File: src/common/hba_pkg.sv
/*
 * HBA serial bridge shared definitions
 * Bus widths, UART bit timing, reply characters and the
 * peripheral address map used by every block of the bridge
 */
package hba_pkg;

   // HBA bus geometry
   localparam int DBUS_WIDTH        = 8;
   localparam int PERIPH_ADDR_WIDTH = 4;
   localparam int REG_ADDR_WIDTH    = 8;
   localparam int ADDR_WIDTH        = PERIPH_ADDR_WIDTH + REG_ADDR_WIDTH; // 12

   // Serial bit time in hba_clk cycles
   localparam int CLKS_PER_BIT = 16;

   // Cycles of select with no xferack before the master gives up
   localparam int HBA_TIMEOUT = 16;

   // Reply characters
   localparam logic [7:0] ACK_CHAR  = 8'hAC; // Write fully completed
   localparam logic [7:0] NACK_CHAR = 8'h56; // Transfer timed out

   // Peripheral address map
   localparam logic [PERIPH_ADDR_WIDTH-1:0] REGFILE_PERIPH = 4'h1;
   localparam int REGFILE_DEPTH = 16;        // Byte registers in the regfile

endpackage

File: src/rtl/uart/uart_rx.sv
/*
 * UART receiver, 8N1, LSB first
 * Synchronizes rxd, confirms the start bit at half a bit time,
 * then samples each data bit and the stop bit at its centre
 */
module uart_rx (
   input  logic       hba_clk,
   input  logic       hba_reset,
   input  logic       rxd,
   output logic [7:0] rx_data,
   output logic       rx_valid
);
   import hba_pkg::*;

   localparam int CW = $clog2(CLKS_PER_BIT);

   typedef enum logic [1:0] {
      RX_IDLE,
      RX_START,
      RX_DATA,
      RX_STOP
   } rx_state_t;

   rx_state_t      state;
   logic [1:0]     sync;      // Two-flop synchronizer
   logic           rxd_s;
   logic [CW-1:0]  clk_cnt;   // Cycles within the current bit
   logic [2:0]     bit_cnt;   // Data bit index

   assign rxd_s = sync[1];

   always_ff @(posedge hba_clk) begin
      if (hba_reset) begin
         sync     <= 2'b11;             // Line idles high
         state    <= RX_IDLE;
         clk_cnt  <= '0;
         bit_cnt  <= '0;
         rx_valid <= 1'b0;
      end else begin
         sync     <= {sync[0], rxd};
         rx_valid <= 1'b0;
         clk_cnt  <= clk_cnt + 1'b1;
         case (state)
            RX_IDLE: begin
               clk_cnt <= '0;
               if (!rxd_s)
                  state <= RX_START;    // Falling edge, maybe a start bit
            end
            RX_START: begin
               if (clk_cnt == CW'(CLKS_PER_BIT / 2 - 1)) begin
                  clk_cnt <= '0;
                  bit_cnt <= '0;
                  state   <= rxd_s ? RX_IDLE : RX_DATA; // Glitch rejected
               end
            end
            RX_DATA: begin
               if (clk_cnt == CW'(CLKS_PER_BIT - 1)) begin // Bit centre
                  clk_cnt <= '0;
                  bit_cnt <= bit_cnt + 1'b1;
                  if (bit_cnt == 3'd7)
                     state <= RX_STOP;
               end
            end
            default: begin              // RX_STOP
               if (clk_cnt == CW'(CLKS_PER_BIT - 1)) begin
                  rx_valid <= rxd_s;    // Framing error drops the byte
                  state    <= RX_IDLE;
               end
            end
         endcase
      end
   end

   // Data shift register, LSB arrives first
   always_ff @(posedge hba_clk) begin
      if (state == RX_DATA && clk_cnt == CW'(CLKS_PER_BIT - 1))
         rx_data <= {rxd_s, rx_data[7:1]};
   end

endmodule

File: src/rtl/uart/uart_tx.sv
/*
 * UART transmitter, 8N1, LSB first
 * Shifts out start bit, eight data bits and stop bit, each held
 * for one bit time, and flags busy for the whole frame
 */
module uart_tx (
   input  logic       hba_clk,
   input  logic       hba_reset,
   input  logic       tx_start,
   input  logic [7:0] tx_data,
   output logic       txd,
   output logic       tx_busy
);
   import hba_pkg::*;

   localparam int CW = $clog2(CLKS_PER_BIT);

   logic [9:0]    shreg;     // {stop, data, start}
   logic [CW-1:0] clk_cnt;   // Cycles within the current bit
   logic [3:0]    bit_cnt;   // Frame bit index 0..9

   assign txd = shreg[0];    // Ones shift in, so idle is high

   always_ff @(posedge hba_clk) begin
      if (hba_reset) begin
         shreg   <= '1;
         clk_cnt <= '0;
         bit_cnt <= '0;
         tx_busy <= 1'b0;
      end else if (!tx_busy) begin
         clk_cnt <= '0;
         bit_cnt <= '0;
         if (tx_start) begin
            shreg   <= {1'b1, tx_data, 1'b0};
            tx_busy <= 1'b1;
         end
      end else if (clk_cnt == CW'(CLKS_PER_BIT - 1)) begin
         // End of one bit time
         clk_cnt <= '0;
         shreg   <= {1'b1, shreg[9:1]};
         if (bit_cnt == 4'd9)
            tx_busy <= 1'b0;        // Stop bit done
         else
            bit_cnt <= bit_cnt + 1'b1;
      end else begin
         clk_cnt <= clk_cnt + 1'b1;
      end
   end

endmodule

File: src/rtl/serial_ctrl.sv
/*
 * Serial command controller
 * Parses command and register address bytes from the UART, runs
 * one HBA transfer per data byte and sends the reply bytes back
 */
module serial_ctrl (
   input  logic                                  hba_clk,
   input  logic                                  hba_reset,
   input  logic [7:0]                            rx_data,
   input  logic                                  rx_valid,
   output logic [7:0]                            tx_data,
   output logic                                  tx_start,
   input  logic                                  tx_busy,
   output logic [hba_pkg::PERIPH_ADDR_WIDTH-1:0] app_core_addr,
   output logic [hba_pkg::REG_ADDR_WIDTH-1:0]    app_reg_addr,
   output logic                                  app_rnw,
   output logic [hba_pkg::DBUS_WIDTH-1:0]        app_wdata,
   output logic                                  app_start,
   input  logic [hba_pkg::DBUS_WIDTH-1:0]        app_rdata,
   input  logic                                  app_done,
   input  logic                                  app_error
);
   import hba_pkg::*;

   typedef enum logic [2:0] {
      S_CMD,      // Wait for command byte
      S_REG,      // Wait for register address byte
      S_WDATA,    // Wait for next write data byte
      S_BUS,      // Bus transfer in flight
      S_RSEND,    // Read byte ready for the transmitter
      S_ACK       // Write reply
   } ctrl_state_t;

   ctrl_state_t state;
   logic [2:0]  remaining;   // Bytes left after the current one
   logic        fail;        // Sticky error over a write burst

   always_ff @(posedge hba_clk) begin
      if (hba_reset) begin
         state     <= S_CMD;
         remaining <= '0;
         fail      <= 1'b0;
         tx_start  <= 1'b0;
         app_start <= 1'b0;
      end else begin
         tx_start  <= 1'b0;      // Strobes last one cycle
         app_start <= 1'b0;
         case (state)
            S_CMD: begin
               if (rx_valid) begin
                  remaining <= rx_data[6:4];   // Count minus one
                  state     <= S_REG;
               end
            end
            S_REG: begin
               fail <= 1'b0;
               if (rx_valid) begin
                  if (app_rnw) begin
                     app_start <= 1'b1;        // Reads go straight to the bus
                     state     <= S_BUS;
                  end else begin
                     state <= S_WDATA;
                  end
               end
            end
            S_WDATA: begin
               if (rx_valid) begin
                  app_start <= 1'b1;
                  state     <= S_BUS;
               end
            end
            S_BUS: begin
               if (app_done) begin
                  if (app_rnw) begin
                     state <= S_RSEND;
                  end else begin
                     fail <= fail | app_error;
                     if (remaining == 3'd0) begin
                        state <= S_ACK;
                     end else begin
                        remaining <= remaining - 1'b1;
                        state     <= S_WDATA;
                     end
                  end
               end
            end
            S_RSEND: begin
               if (!tx_busy) begin           // Hold byte under back-pressure
                  tx_start <= 1'b1;
                  if (remaining == 3'd0) begin
                     state <= S_CMD;
                  end else begin
                     remaining <= remaining - 1'b1;
                     app_start <= 1'b1;      // Next read, address already bumped
                     state     <= S_BUS;
                  end
               end
            end
            default: begin                   // S_ACK
               if (!tx_busy) begin
                  tx_start <= 1'b1;
                  state    <= S_CMD;
               end
            end
         endcase
      end
   end

   // Request and reply payload
   always_ff @(posedge hba_clk) begin
      if (state == S_CMD && rx_valid) begin
         app_rnw       <= rx_data[7];
         app_core_addr <= rx_data[PERIPH_ADDR_WIDTH-1:0];
      end
      if (state == S_REG && rx_valid)
         app_reg_addr <= rx_data;
      else if (state == S_BUS && app_done)
         app_reg_addr <= app_reg_addr + 1'b1;  // Wraps within 8 bits
      if (state == S_WDATA && rx_valid)
         app_wdata <= rx_data;
      if (state == S_BUS && app_done && app_rnw)
         tx_data <= app_error ? NACK_CHAR : app_rdata;  // Timed out reads return NACK
      else if (state == S_ACK)
         tx_data <= fail ? NACK_CHAR : ACK_CHAR;
   end

endmodule

File: src/rtl/hba_master.sv
/*
 * HBA bus master
 * Runs one bus transfer per app_start and reports done, with
 * error set when no peripheral answers within HBA_TIMEOUT cycles
 */
module hba_master (
   input  logic                                  hba_clk,
   input  logic                                  hba_reset,
   input  logic [hba_pkg::PERIPH_ADDR_WIDTH-1:0] app_core_addr,
   input  logic [hba_pkg::REG_ADDR_WIDTH-1:0]    app_reg_addr,
   input  logic                                  app_rnw,
   input  logic [hba_pkg::DBUS_WIDTH-1:0]        app_wdata,
   input  logic                                  app_start,
   output logic [hba_pkg::DBUS_WIDTH-1:0]        app_rdata,
   output logic                                  app_done,
   output logic                                  app_error,
   input  logic                                  hba_xferack,
   input  logic [hba_pkg::DBUS_WIDTH-1:0]        hba_dbus,
   output logic [hba_pkg::ADDR_WIDTH-1:0]        master_abus,
   output logic                                  master_rnw,
   output logic                                  master_select,
   output logic [hba_pkg::DBUS_WIDTH-1:0]        master_dbus
);
   import hba_pkg::*;

   localparam int TW = $clog2(HBA_TIMEOUT + 1);

   logic [ADDR_WIDTH-1:0] addr_q;    // {peripheral, register}
   logic [DBUS_WIDTH-1:0] wdata_q;
   logic                  rnw_q;
   logic [TW-1:0]         tmo_cnt;   // Cycles of select without ack

   // Bus is zero whenever no transfer is running
   assign master_abus = master_select ? addr_q : '0;
   assign master_dbus = master_select ? wdata_q : '0;
   assign master_rnw  = master_select & rnw_q;

   // Request latch and read capture
   always_ff @(posedge hba_clk) begin
      if (app_start && !master_select) begin
         addr_q  <= {app_core_addr, app_reg_addr};
         wdata_q <= app_wdata;
         rnw_q   <= app_rnw;
      end
      if (master_select && hba_xferack)
         app_rdata <= hba_dbus;
   end

   always_ff @(posedge hba_clk) begin
      if (hba_reset) begin
         master_select <= 1'b0;
         app_done      <= 1'b0;
         app_error     <= 1'b0;
         tmo_cnt       <= '0;
      end else begin
         app_done <= 1'b0;
         if (!master_select) begin
            tmo_cnt <= '0;
            if (app_start)
               master_select <= 1'b1;
         end else if (hba_xferack) begin
            master_select <= 1'b0;       // Peripheral answered
            app_done      <= 1'b1;
            app_error     <= 1'b0;
         end else if (tmo_cnt == TW'(HBA_TIMEOUT)) begin
            master_select <= 1'b0;       // Nobody home, give up
            app_done      <= 1'b1;
            app_error     <= 1'b1;
         end else begin
            tmo_cnt <= tmo_cnt + 1'b1;
         end
      end
   end

endmodule

File: src/rtl/hba_regfile.sv
/*
 * HBA register file peripheral
 * Sixteen byte registers at REGFILE_PERIPH, acknowledged one
 * cycle after select, with higher register addresses aliasing
 */
module hba_regfile (
   input  logic                           hba_clk,
   input  logic                           hba_reset,
   input  logic [hba_pkg::ADDR_WIDTH-1:0] master_abus,
   input  logic                           master_rnw,
   input  logic                           master_select,
   input  logic [hba_pkg::DBUS_WIDTH-1:0] master_dbus,
   output logic                           hba_xferack,
   output logic [hba_pkg::DBUS_WIDTH-1:0] hba_dbus
);
   import hba_pkg::*;

   localparam int IW = $clog2(REGFILE_DEPTH);

   logic [DBUS_WIDTH-1:0] regs [REGFILE_DEPTH];
   logic                  hit;    // Selected with our peripheral address
   logic [IW-1:0]         idx;

   assign hit = master_select &&
                master_abus[ADDR_WIDTH-1:REG_ADDR_WIDTH] == REGFILE_PERIPH;
   assign idx = master_abus[IW-1:0];   // Low register bits only

   always_ff @(posedge hba_clk) begin
      if (hba_reset) begin
         hba_xferack <= 1'b0;
         hba_dbus    <= '0;
         for (int i = 0; i < REGFILE_DEPTH; i++)
            regs[i] <= '0;
      end else begin
         // Single-cycle ack per select
         hba_xferack <= hit && !hba_xferack;
         // Read data only alongside the ack, zero otherwise
         hba_dbus    <= (hit && !hba_xferack && master_rnw) ? regs[idx] : '0;
         if (hit && hba_xferack && !master_rnw)
            regs[idx] <= master_dbus;  // Write lands on the ack cycle
      end
   end

endmodule

File: src/rtl/serial_hba_top.sv
/*
 * Serial to HBA bridge top level
 * UART pair, command controller, bus master and one
 * register file peripheral on the HBA bus
 */
module serial_hba_top (
   input  logic hba_clk,
   input  logic hba_reset,
   input  logic rxd,
   output logic txd
);
   import hba_pkg::*;

   // UART side
   logic [7:0] rx_data;
   logic       rx_valid;
   logic [7:0] tx_data;
   logic       tx_start;
   logic       tx_busy;

   // Controller to master
   logic [PERIPH_ADDR_WIDTH-1:0] app_core_addr;
   logic [REG_ADDR_WIDTH-1:0]    app_reg_addr;
   logic                         app_rnw;
   logic [DBUS_WIDTH-1:0]        app_wdata;
   logic                         app_start;
   logic [DBUS_WIDTH-1:0]        app_rdata;
   logic                         app_done;
   logic                         app_error;

   // HBA bus
   logic [ADDR_WIDTH-1:0] master_abus;
   logic                  master_rnw;
   logic                  master_select;
   logic [DBUS_WIDTH-1:0] master_dbus;
   logic                  hba_xferack;
   logic [DBUS_WIDTH-1:0] hba_dbus;

   uart_rx u_uart_rx (
      .hba_clk   (hba_clk),
      .hba_reset (hba_reset),
      .rxd       (rxd),
      .rx_data   (rx_data),
      .rx_valid  (rx_valid)
   );

   uart_tx u_uart_tx (
      .hba_clk   (hba_clk),
      .hba_reset (hba_reset),
      .tx_start  (tx_start),
      .tx_data   (tx_data),
      .txd       (txd),
      .tx_busy   (tx_busy)
   );

   serial_ctrl u_serial_ctrl (
      .hba_clk       (hba_clk),
      .hba_reset     (hba_reset),
      .rx_data       (rx_data),
      .rx_valid      (rx_valid),
      .tx_data       (tx_data),
      .tx_start      (tx_start),
      .tx_busy       (tx_busy),
      .app_core_addr (app_core_addr),
      .app_reg_addr  (app_reg_addr),
      .app_rnw       (app_rnw),
      .app_wdata     (app_wdata),
      .app_start     (app_start),
      .app_rdata     (app_rdata),
      .app_done      (app_done),
      .app_error     (app_error)
   );

   hba_master u_hba_master (
      .hba_clk       (hba_clk),
      .hba_reset     (hba_reset),
      .app_core_addr (app_core_addr),
      .app_reg_addr  (app_reg_addr),
      .app_rnw       (app_rnw),
      .app_wdata     (app_wdata),
      .app_start     (app_start),
      .app_rdata     (app_rdata),
      .app_done      (app_done),
      .app_error     (app_error),
      .hba_xferack   (hba_xferack),
      .hba_dbus      (hba_dbus),
      .master_abus   (master_abus),
      .master_rnw    (master_rnw),
      .master_select (master_select),
      .master_dbus   (master_dbus)
   );

   // Only peripheral, so its ack and read data drive the bus directly
   hba_regfile u_hba_regfile (
      .hba_clk       (hba_clk),
      .hba_reset     (hba_reset),
      .master_abus   (master_abus),
      .master_rnw    (master_rnw),
      .master_select (master_select),
      .master_dbus   (master_dbus),
      .hba_xferack   (hba_xferack),
      .hba_dbus      (hba_dbus)
   );

endmodule

File: config.mk
export PLATFORM = sky130hd
export DESIGN_NAME = serial_hba_top
export DESIGN_NICKNAME = d
export VERILOG_FILES = /design/src/common/hba_pkg.sv /design/src/rtl/uart/uart_rx.sv /design/src/rtl/uart/uart_tx.sv /design/src/rtl/serial_ctrl.sv /design/src/rtl/hba_master.sv /design/src/rtl/hba_regfile.sv /design/src/rtl/serial_hba_top.sv
export SDC_FILE = /design/constraint.sdc
export NUM_CORES = 1
export LEC_CHECK = 0
export BUFFER_PORTS_ARGS = -buffer_cell sky130_fd_sc_hd__clkbuf_2
export CORE_UTILIZATION = 55
export CTS_BUF_LIST = sky130_fd_sc_hd__clkbuf_8
export DETAILED_ROUTE_END_ITERATION = 6
export PLACE_DENSITY = 0.71
export SYNTH_ARGS = -nofsm -noshare
export SYNTH_HDL_FRONTEND = slang
export SYNTH_HIERARCHICAL = 1
export SYNTH_SLANG_ARGS = --single-unit
File: constraint.sdc
create_clock -name hba_clk -period 6 [get_ports hba_clk]
set_input_delay 0.3 -clock hba_clk [delete_from_list [all_inputs] [get_ports hba_clk]]
set_output_delay 0.3 -clock hba_clk [all_outputs]
set_load 0.005 [all_outputs]
; Word level (Yosys, flattened, before mapping)
; Memories as Yosys holds them, arrays and structs flattened. A register that Yosys moved wholly into a read port is not among the register bits.
; Index checks and enable logic that the tools add are counted.
[classes]
n_bitwise = 9
addsub = 7
mux = 71
eq_ne = 26
reduce_logical = 43
[op_table]
columns = operator, n
row1 = $mux W8, 8
row2 = $mux W3, 15
row3 = $mux W10, 3
row4 = $mux W1, 27
row5 = $pmux W3 S5, 1
row6 = $mux W2, 7
row7 = $ne A2 B2 Y1 const B, 7
row8 = $logic_and A1 B1 Y1, 13
row9 = $add A4 B1 Y4 const B, 3
row10 = $eq A4 B4 Y1 const B, 3
row11 = $mux W12, 1
row12 = $mux W4, 3
row13 = $pmux W4 S3, 1
row14 = $reduce_bool A2 Y1, 6
row15 = $reduce_and A5 Y1, 2
row16 = $reduce_or A5 Y1, 2
row17 = $eq A3 B3 Y1 const B, 3
row18 = $pmux W3 S3, 1
row19 = $add A8 B1 Y8 const B, 1
row20 = $ne A2 B1 Y1 const B, 4
row21 = $reduce_and A2 Y1, 4
row22 = $reduce_or A8 Y1, 1
row23 = $not A1 Y1, 7
row24 = $eq A3 B2 Y1 const B, 2
row25 = 24 further kinds, 31
[word_totals]
in_bits = 3
regBits = 115
output_inout_bits = 1
word_cells = 186
ram_bits = 128
mem_count = 1
[memory_table]
columns = memory, depth, word_bits, rd, rd_clocked_by_memory_dff, write_ports, line
row1 = u_hba_regfile.regs, 16, 8, 1, 1, 16, hba_regfile.sv:20  ; logic [DBUS_WIDTH-1:0] regs [REGFILE_DEPTH];

; Depth between registers and ports, before layout
; Gate-level depths: netlist of run 1.
[depth]
word_depth = 10
mapped_depth = 8
mapped_depth_nobuf = 6

; Modules after synthesis
; The synthesis of run 1 kept the hierarchy.
[by_module_without_submodules]
columns = mod, cells_per_inst, area_per_inst_um2, n_inst, seq_area_each_um2
row1 = hba_regfile, 401, 6223.5, 1, 4023.9
row2 = serial_ctrl, 164, 1879.3, 1, 1051.0
row3 = hba_master, 92, 1371.3, 1, 1031.0
row4 = uart_rx, 76, 857.1, 1, 480.5
row5 = uart_tx, 90, 840.8, 1, 360.3

; Worst setup path before layout of run 1
; No wires, ideal clock.
[synth_path]
kind = register to register
startpoint = register u_hba_master.master_select
endpoint = memory u_hba_regfile.regs[11][0] (enable)
arrival_ns = 1.906
path_stages_with_launch = 9
synth_period_minus_slack_ns = 2.215
setup_slack_ns = 3.785
t_required_ns = 5.691
setup_ns = 0.309
path_buffers = 4
cell_sequence = dfxtp_1 -> clkbuf_1 -> and2_1 -> buf_4 -> buf_4 -> buf_6 -> nand4b_1 -> nor2_1 -> or2_2
[synth_rtl]
columns = item, line
row1 = from (decl), hba_master.sv:21  ; output logic master_select,
row2 = from (signal assigned), hba_master.sv:51  ; master_select <= 1'b0;
row3 = from (signal assigned), hba_master.sv:60  ; master_select <= 1'b1;
row4 = from (signal assigned), hba_master.sv:62  ; master_select <= 1'b0;
row5 = to (decl), hba_regfile.sv:20

==> results.tsv, run 1 <==
stage	metric	value	unit
outcome	outcome	complete, no violations	
sta	Slew Limit Headroom	0.161	
synth	syn nets	811	
clock_tree	Worst-Skew Late Latency	540	ps
sta	Worst Max-Slew Pin Slew	1250	ps
global_route	Total GRT Usage	0.225	
die	core area	19000	sq um
die	Die Ht	142	um
global_route	vias in the first global route	6145	
placed_design	GPL Wtd Cong	0.859	
global_route	first-pass GRT wire length	33600	um
synth	Avg Synthesized Cell Area	13.6	sq um
power_and_ir_drop	VDD IR max	0.224	mV
sta	max frequency	339	MHz
synth	Mapped Area	10800	sq um
die	Initial Util	0.570	
sta	Final Hold Fails	0	
sta	Final period util	0.492	
global_route	GR Util met1	0.305	
clock_tree	clock slew at reported path FFs	60	ps
sta	minimum clock period	2950	ps
sta	RSZ-0062 raised after global routing	false	
sta	Max Slew Vio Count	0	
worst_setup_path	CP arrival	3180	ps
placed_design	Port-buffer cells	3	
clock_tree	Max Buffers Root-to-Sink	3	
power_and_ir_drop	P_leak	0.00413	uW
clock_tree	root buf cell	clkbuf_8	
sta	final setup TNS	0	ps
synth	Post-Syn Instances	793	
clock_tree	CTS buffer count	40	
placed_design	Detailed Place HPWL	14100	um
detailed_routing	routed wire length	21500	um
final_layout	antenna cells	0	
worst_hold_path	Hold/Removal Path Class	in2reg	
global_route	largest net degree at the start of global routing	61	
die	Row Count	50	
global_route	M3 GR Usage	0.0451	
clock_tree	Post-CTS Setup Bufs	0	
final_layout	fraction of layout cells with a size suffix above 1	0.167	
synth	Yosys warning count	6	
clock_tree	TritonCTS clock tree	built	
detailed_routing	drc violations	0	
clock_tree	CTS HTree Levels	2	
sta	clk_skew	22.7	ps
detailed_routing	via count	6301	
detailed_routing	Routed WL per cell	19.6	um
final_layout	final-layout fill cell count	1390	
worst_setup_path	Worst Setup Path Type	reg2reg	
clock_tree	clock sinks	242	
detailed_routing	1st-iter DRT viols	545	
die	io pins	4	
die	Die Width	142	um
sta	Final Setup Violations	0	
job	max cap viols	0	
global_route	Most Used Layer, Global Route	met2	
final_layout	fin util	0.623	
global_route	GR met2 Demand/Resource	0.356	
detailed_routing	Post-DRT Antenna Nets	0	
global_route	initial antenna violation count	0	
final_layout	post-layout net count	823	
worst_setup_path	Crit. End Element	flop	
detailed_routing	first-pass iteration count of the detailed router	5	
power_and_ir_drop	pwr dens	295	nW/um^2
worst_setup_path	Crit path required time	6230	ps
final_layout	area growth from synthesis to layout	9.31	%
die	Die ar.	20200	sq um
detailed_routing	via-per-instance ratio	5.74	
worst_setup_path	Worst setup SP type	flop	
global_route	Congestion Overflow GR	0	
worst_setup_path	Crit Path Max Fanout	40	
-- sequential cells by signal (all words and copies together) (netlist names), 3 cells and up --
signal / flops
u_uart_rx/rx_data: 8
u_serial_ctrl/state: 3
u_hba_master/app_rdata: 8
u_hba_master/addr_q: 8
u_uart_tx/clk_cnt: 4
u_serial_ctrl/app_reg_addr: 4
u_serial_ctrl/app_core_addr: 4
u_uart_tx/shreg: 9
u_hba_regfile/hba_dbus: 8
u_hba_master/wdata_q: 8
u_hba_master/tmo_cnt: 5
u_uart_rx/bit_cnt: 3
u_serial_ctrl/app_wdata: 8
u_serial_ctrl/remaining: 3
u_serial_ctrl/tx_data: 8
u_hba_regfile/regs: 128
u_uart_tx/bit_cnt: 4
u_uart_rx/clk_cnt: 4
-- path summary, 6_finish.rpt --
kind | startpoint | endpoint | slack [ps] | cells past startpoint
worst max register to register | u_hba_master/master_select | u_hba_regfile/regs[15][6] | 3050 | 4
worst max-delay path | u_hba_master/master_select | u_hba_regfile/regs[15][6] | 3050 | 4
worst min register to register | u_hba_regfile/hba_dbus[6] | u_hba_master/app_rdata[6] | 410 | 0
worst min-delay path | hba_reset | u_hba_regfile/hba_xferack | 180 | 4
-- report_power, final --
| part | internal (uW) | switching, uW | total (uW) |
|---|---|---|---|
| clock | 838 | 643 | 1480 |
| combinational | 60.5 | 87.1 | 148 |
| sequential | 1830 | 23.4 | 1860 |
| total | 2730 | 753 | 3480 |
-- stage by stage --
step / hold WS (ps) / std cells / setup slack, ps / power (uW) / area, sq um
after floorplan: 379 / 793 / 3850 / 2000 / 10800
after global placement: 398 / 1022 / 3210 / 2020 / 11000
final: 178 / 1097 / 3050 / 3480 / 11800
after global routing: 200 / 1097 / 2750 / 3610 / 11800
after CTS: 151 / 1097 / 3040 / 3510 / 11800
after detailed placement: 395 / 1022 / 3070 / 2030 / 11000
-- layout by cell type, fill, tap and decap left out, types with 16 or more instances in the layout --
cell type  instances
a211oi_1          26
a21oi_1           23
and2_1           156
clkbuf_8          43
dfxtp_1           56
edfxtp_1         186
inv_1             26
mux2i_1           20
mux4_2            32
nand2_1           20
nor2_1            43
nor2b_1           16
or2_2             18
-- worst max-delay path: stages, from the launching register on --
cell,delay (ps)
dfxtp_1,630
and2_2,920
nand3_1,340
nor2_1,440
or2_2,300
-- layer usage --
metal | wire (um) | vias to the layer above
met5 | 0 | -
met4 | 614 | 0
met3 | 1440 | 49
met2 | 10000 | 228
met1 | 9410 | 3067
li1 | - | 2957
-- final cells by class --
cell class                      count  area [sq um]  share of cell area
Sequential cell                   242          6710               0.568
Multi-Input combinational cell    497          3840               0.325
Clock buffer                       43           592              0.0501
Tap cell                          260           325              0.0275
Clock inverter                     31           236              0.0200
Inverter                           17          63.8             0.00540
Timing Repair Buffer                7          47.5             0.00403
-- timing repair --
action                                 4_1_cts  5_1_grt
setup endpoints to repair                    0        0
hold buffers                                 1        0
endpoints found under the hold margin        1        0
gates resized for setup                      0        0
No activity file was read; power rests on OpenSTA's default activity.
==> run 2, diff against run 1 <==
ABC_AREA = 1   (was default)
clock period = 2.75 ns   (was 6 ns; I/O delays follow)
==> run 2 against run 1 <==
  * Count of clock-buffer cells in the layout did not move
  * Maximum frequency up 21%
  * Register-to-register slack worse by 2700 ps
  * Sequential cell count unchanged
  * Worst hold slack improved by 2.9 ps
  * Worst setup slack worse by 2700 ps
  * Via count is 25% higher
  * Largest power group unchanged
==> results.tsv, run 2 <==
stage	metric	value	unit
outcome	outcome	complete, no violations	
sta	RSZ-0062 raised after global routing	false	
sta	Worst Max-Slew Pin Slew	904	ps
sta	final setup TNS	0	ps
clock_tree	Post-CTS Setup Bufs	0	
clock_tree	CTS HTree Levels	2	
die	Die Width	145	um
clock_tree	root buf cell	clkbuf_8	
worst_setup_path	Crit. End Element	flop	
final_layout	antenna cells	0	
worst_setup_path	Worst setup SP type	flop	
worst_setup_path	Max stage delay on crit path	630	ps
sta	clk_skew	26.2	ps
final_layout	Largest register FFs	128	
detailed_routing	routed wire length	22800	um
final_layout	Most flops, register	u_hba_regfile/regs	
synth	syn nets	1251	
power_and_ir_drop	P_leak	0.00524	uW
final_layout	fraction of layout cells with a size suffix above 1	0.102	
power_and_ir_drop	pwr dens	711	nW/um^2
worst_setup_path	Crit path required time	2940	ps
die	core area	19700	sq um
sta	Final period util	0.887	
sta	Final Setup Violations	0	
detailed_routing	via count	7898	
worst_setup_path	CP arrival	2630	ps
detailed_routing	Routed WL per cell	14.8	um
detailed_routing	drc violations	0	
worst_setup_path	crit path max-delay cell type	dfxtp_1	
synth	Yosys warning count	6	
global_route	vias in the first global route	7361	
worst_setup_path	worst path cell trace	nand2_1 > inv_2 > buf_4 > nor2_4 > nand4_2 > nand2_1	
global_route	largest net degree at the start of global routing	67	
synth	Mapped Area	11200	sq um
die	io pins	4	
detailed_routing	first-pass iteration count of the detailed router	5	
placed_design	Area after DPL	11500	sq um
die	Initial Util	0.569	
global_route	Congestion Overflow GR	0	
placed_design	Port-buffer cells	3	
die	Row Count	51	
detailed_routing	1st-iter DRT viols	535	
global_route	initial antenna violation count	0	
global_route	Total GRT Usage	0.231	
clock_tree	clock sinks	242	
sta	minimum clock period	2440	ps
clock_tree	CTS buffer count	40	
final_layout	Design Area, Final	12200	sq um
final_layout	commonest non-fill, non-tap cells in the layout	nand2_1, nor2_1, edfxtp_1, inv_1, dfxtp_1	
final_layout	area growth from synthesis to layout	9.05	%
sta	Final Hold Fails	0	
clock_tree	Worst-Skew Late Latency	530	ps
clock_tree	Post-CTS Hold Buffers	1	
global_route	first-pass GRT wire length	36500	um
clock_tree	Max Buffers Root-to-Sink	3	
sta	Max Slew Vio Count	0	
clock_tree	clock slew at reported path FFs	60	ps
synth	Avg Synthesized Cell Area	9.10	sq um
job	max cap viols	0	
clock_tree	Gates resized, CTS repair	0	
placed_design	Detailed Place HPWL	14800	um
die	Die ar.	21000	sq um
final_layout	final-layout fill cell count	1620	
worst_setup_path	Top cell by count, worst path	nand2_1	
worst_hold_path	Hold/Removal Path Class	in2reg	
detailed_routing	via-per-instance ratio	5.11	
clock_tree	TritonCTS clock tree	built	
placed_design	GPL Wtd Cong	0.893	
worst_setup_path	Crit Path Max Fanout	66	
final_layout	most common cell after layout, fill and taps aside	nand2_1	
power_and_ir_drop	VDD IR max	0.460	mV
final_layout	top flop regs	u_hba_regfile/regs (128), u_uart_tx/shreg (9)	
sta	Slew Limit Headroom	0.397	
worst_setup_path	Worst Setup Path Type	reg2reg	
sta	max frequency	410	MHz
final_layout	post-layout net count	1268	
detailed_routing	Post-DRT Antenna Nets	0	
die	Die Ht	145	um
synth	Post-Syn Instances	1233	
-- run 2: cell count changes in the layout (fill, tap and decap cells not counted), moves of 20 or more --
cell,previous run,this run
nand3_1,9,32
mux2i_1,20,0
nor2_1,43,203
inv_1,26,101
nand2_1,20,506
a211oi_1,26,0
mux4_2,32,0
and2_1,156,0
-- run 2: worst paths after layout --
| check | from | endpoint | slack [ps] | depth (start not counted) |
|---|---|---|---|---|
| hold reg to reg | u_hba_regfile/hba_dbus[0] | u_hba_master/app_rdata[0] | 400 | 0 |
| hold / removal | hba_reset | u_serial_ctrl/tx_start | 180 | 3 |
| setup reg to reg | u_hba_master/master_select | u_hba_regfile/regs[14][4] | 310 | 6 |
| setup / recovery | u_hba_master/master_select | u_hba_regfile/regs[14][4] | 310 | 6 |
-- run 2: worst max-delay path: cells and delay by family (launching register included) --
kind,cells,cell delay (ps)
flops,1,630
simple gates,4,800
buf+inv,2,660
-- run 2: power by group --
group	switching [uW]	total, uW	internal, uW
sequential	143	4260	4120
combinational	974	1440	465
clock	1360	3000	1630
-- run 2: through the flow --
| stage | hold slack (ps) | total power [uW] | utilization | std cells | setup WS, ps |
|---|---|---|---|---|---|
| 2_1_floorplan | 210 | 5460 | - | 1233 | 707 |
| 3_3_place_gp | 324 | 5730 | 0.581 | 1472 | 430 |
| 3_5_place_dp | 328 | 5760 | 0.581 | 1472 | 358 |
| 4_1_cts | 153 | 8770 | 0.621 | 1545 | 321 |
| 5_1_grt | 188 | 9170 | 0.621 | 1545 | 77.4 |
| 6_report | 181 | 8700 | 0.621 | 1545 | 310 |
-- run 2: layout make-up --
| cell class | count | area [sq um] | area share |
|---|---|---|---|
| clock buffers | 43 | 592 | 0.0484 |
| clock inverters | 29 | 175 | 0.0143 |
| inverters | 92 | 349 | 0.0285 |
| multi-input cells | 854 | 3920 | 0.320 |
| flip-flops and latches | 242 | 6710 | 0.548 |
| well taps | 265 | 332 | 0.0271 |
| repair buffers | 20 | 170 | 0.0139 |
-- run 2: metal layers --
metal / routed length (um) / track usage / vias up
li1: - / - / 3975
met1: 10200 / 0.308 / 3644
met2: 10600 / 0.375 / 229
met3: 1460 / 0.0385 / 50
met4: 600 / 0.0947 / 0
met5: 0 / 0 / -
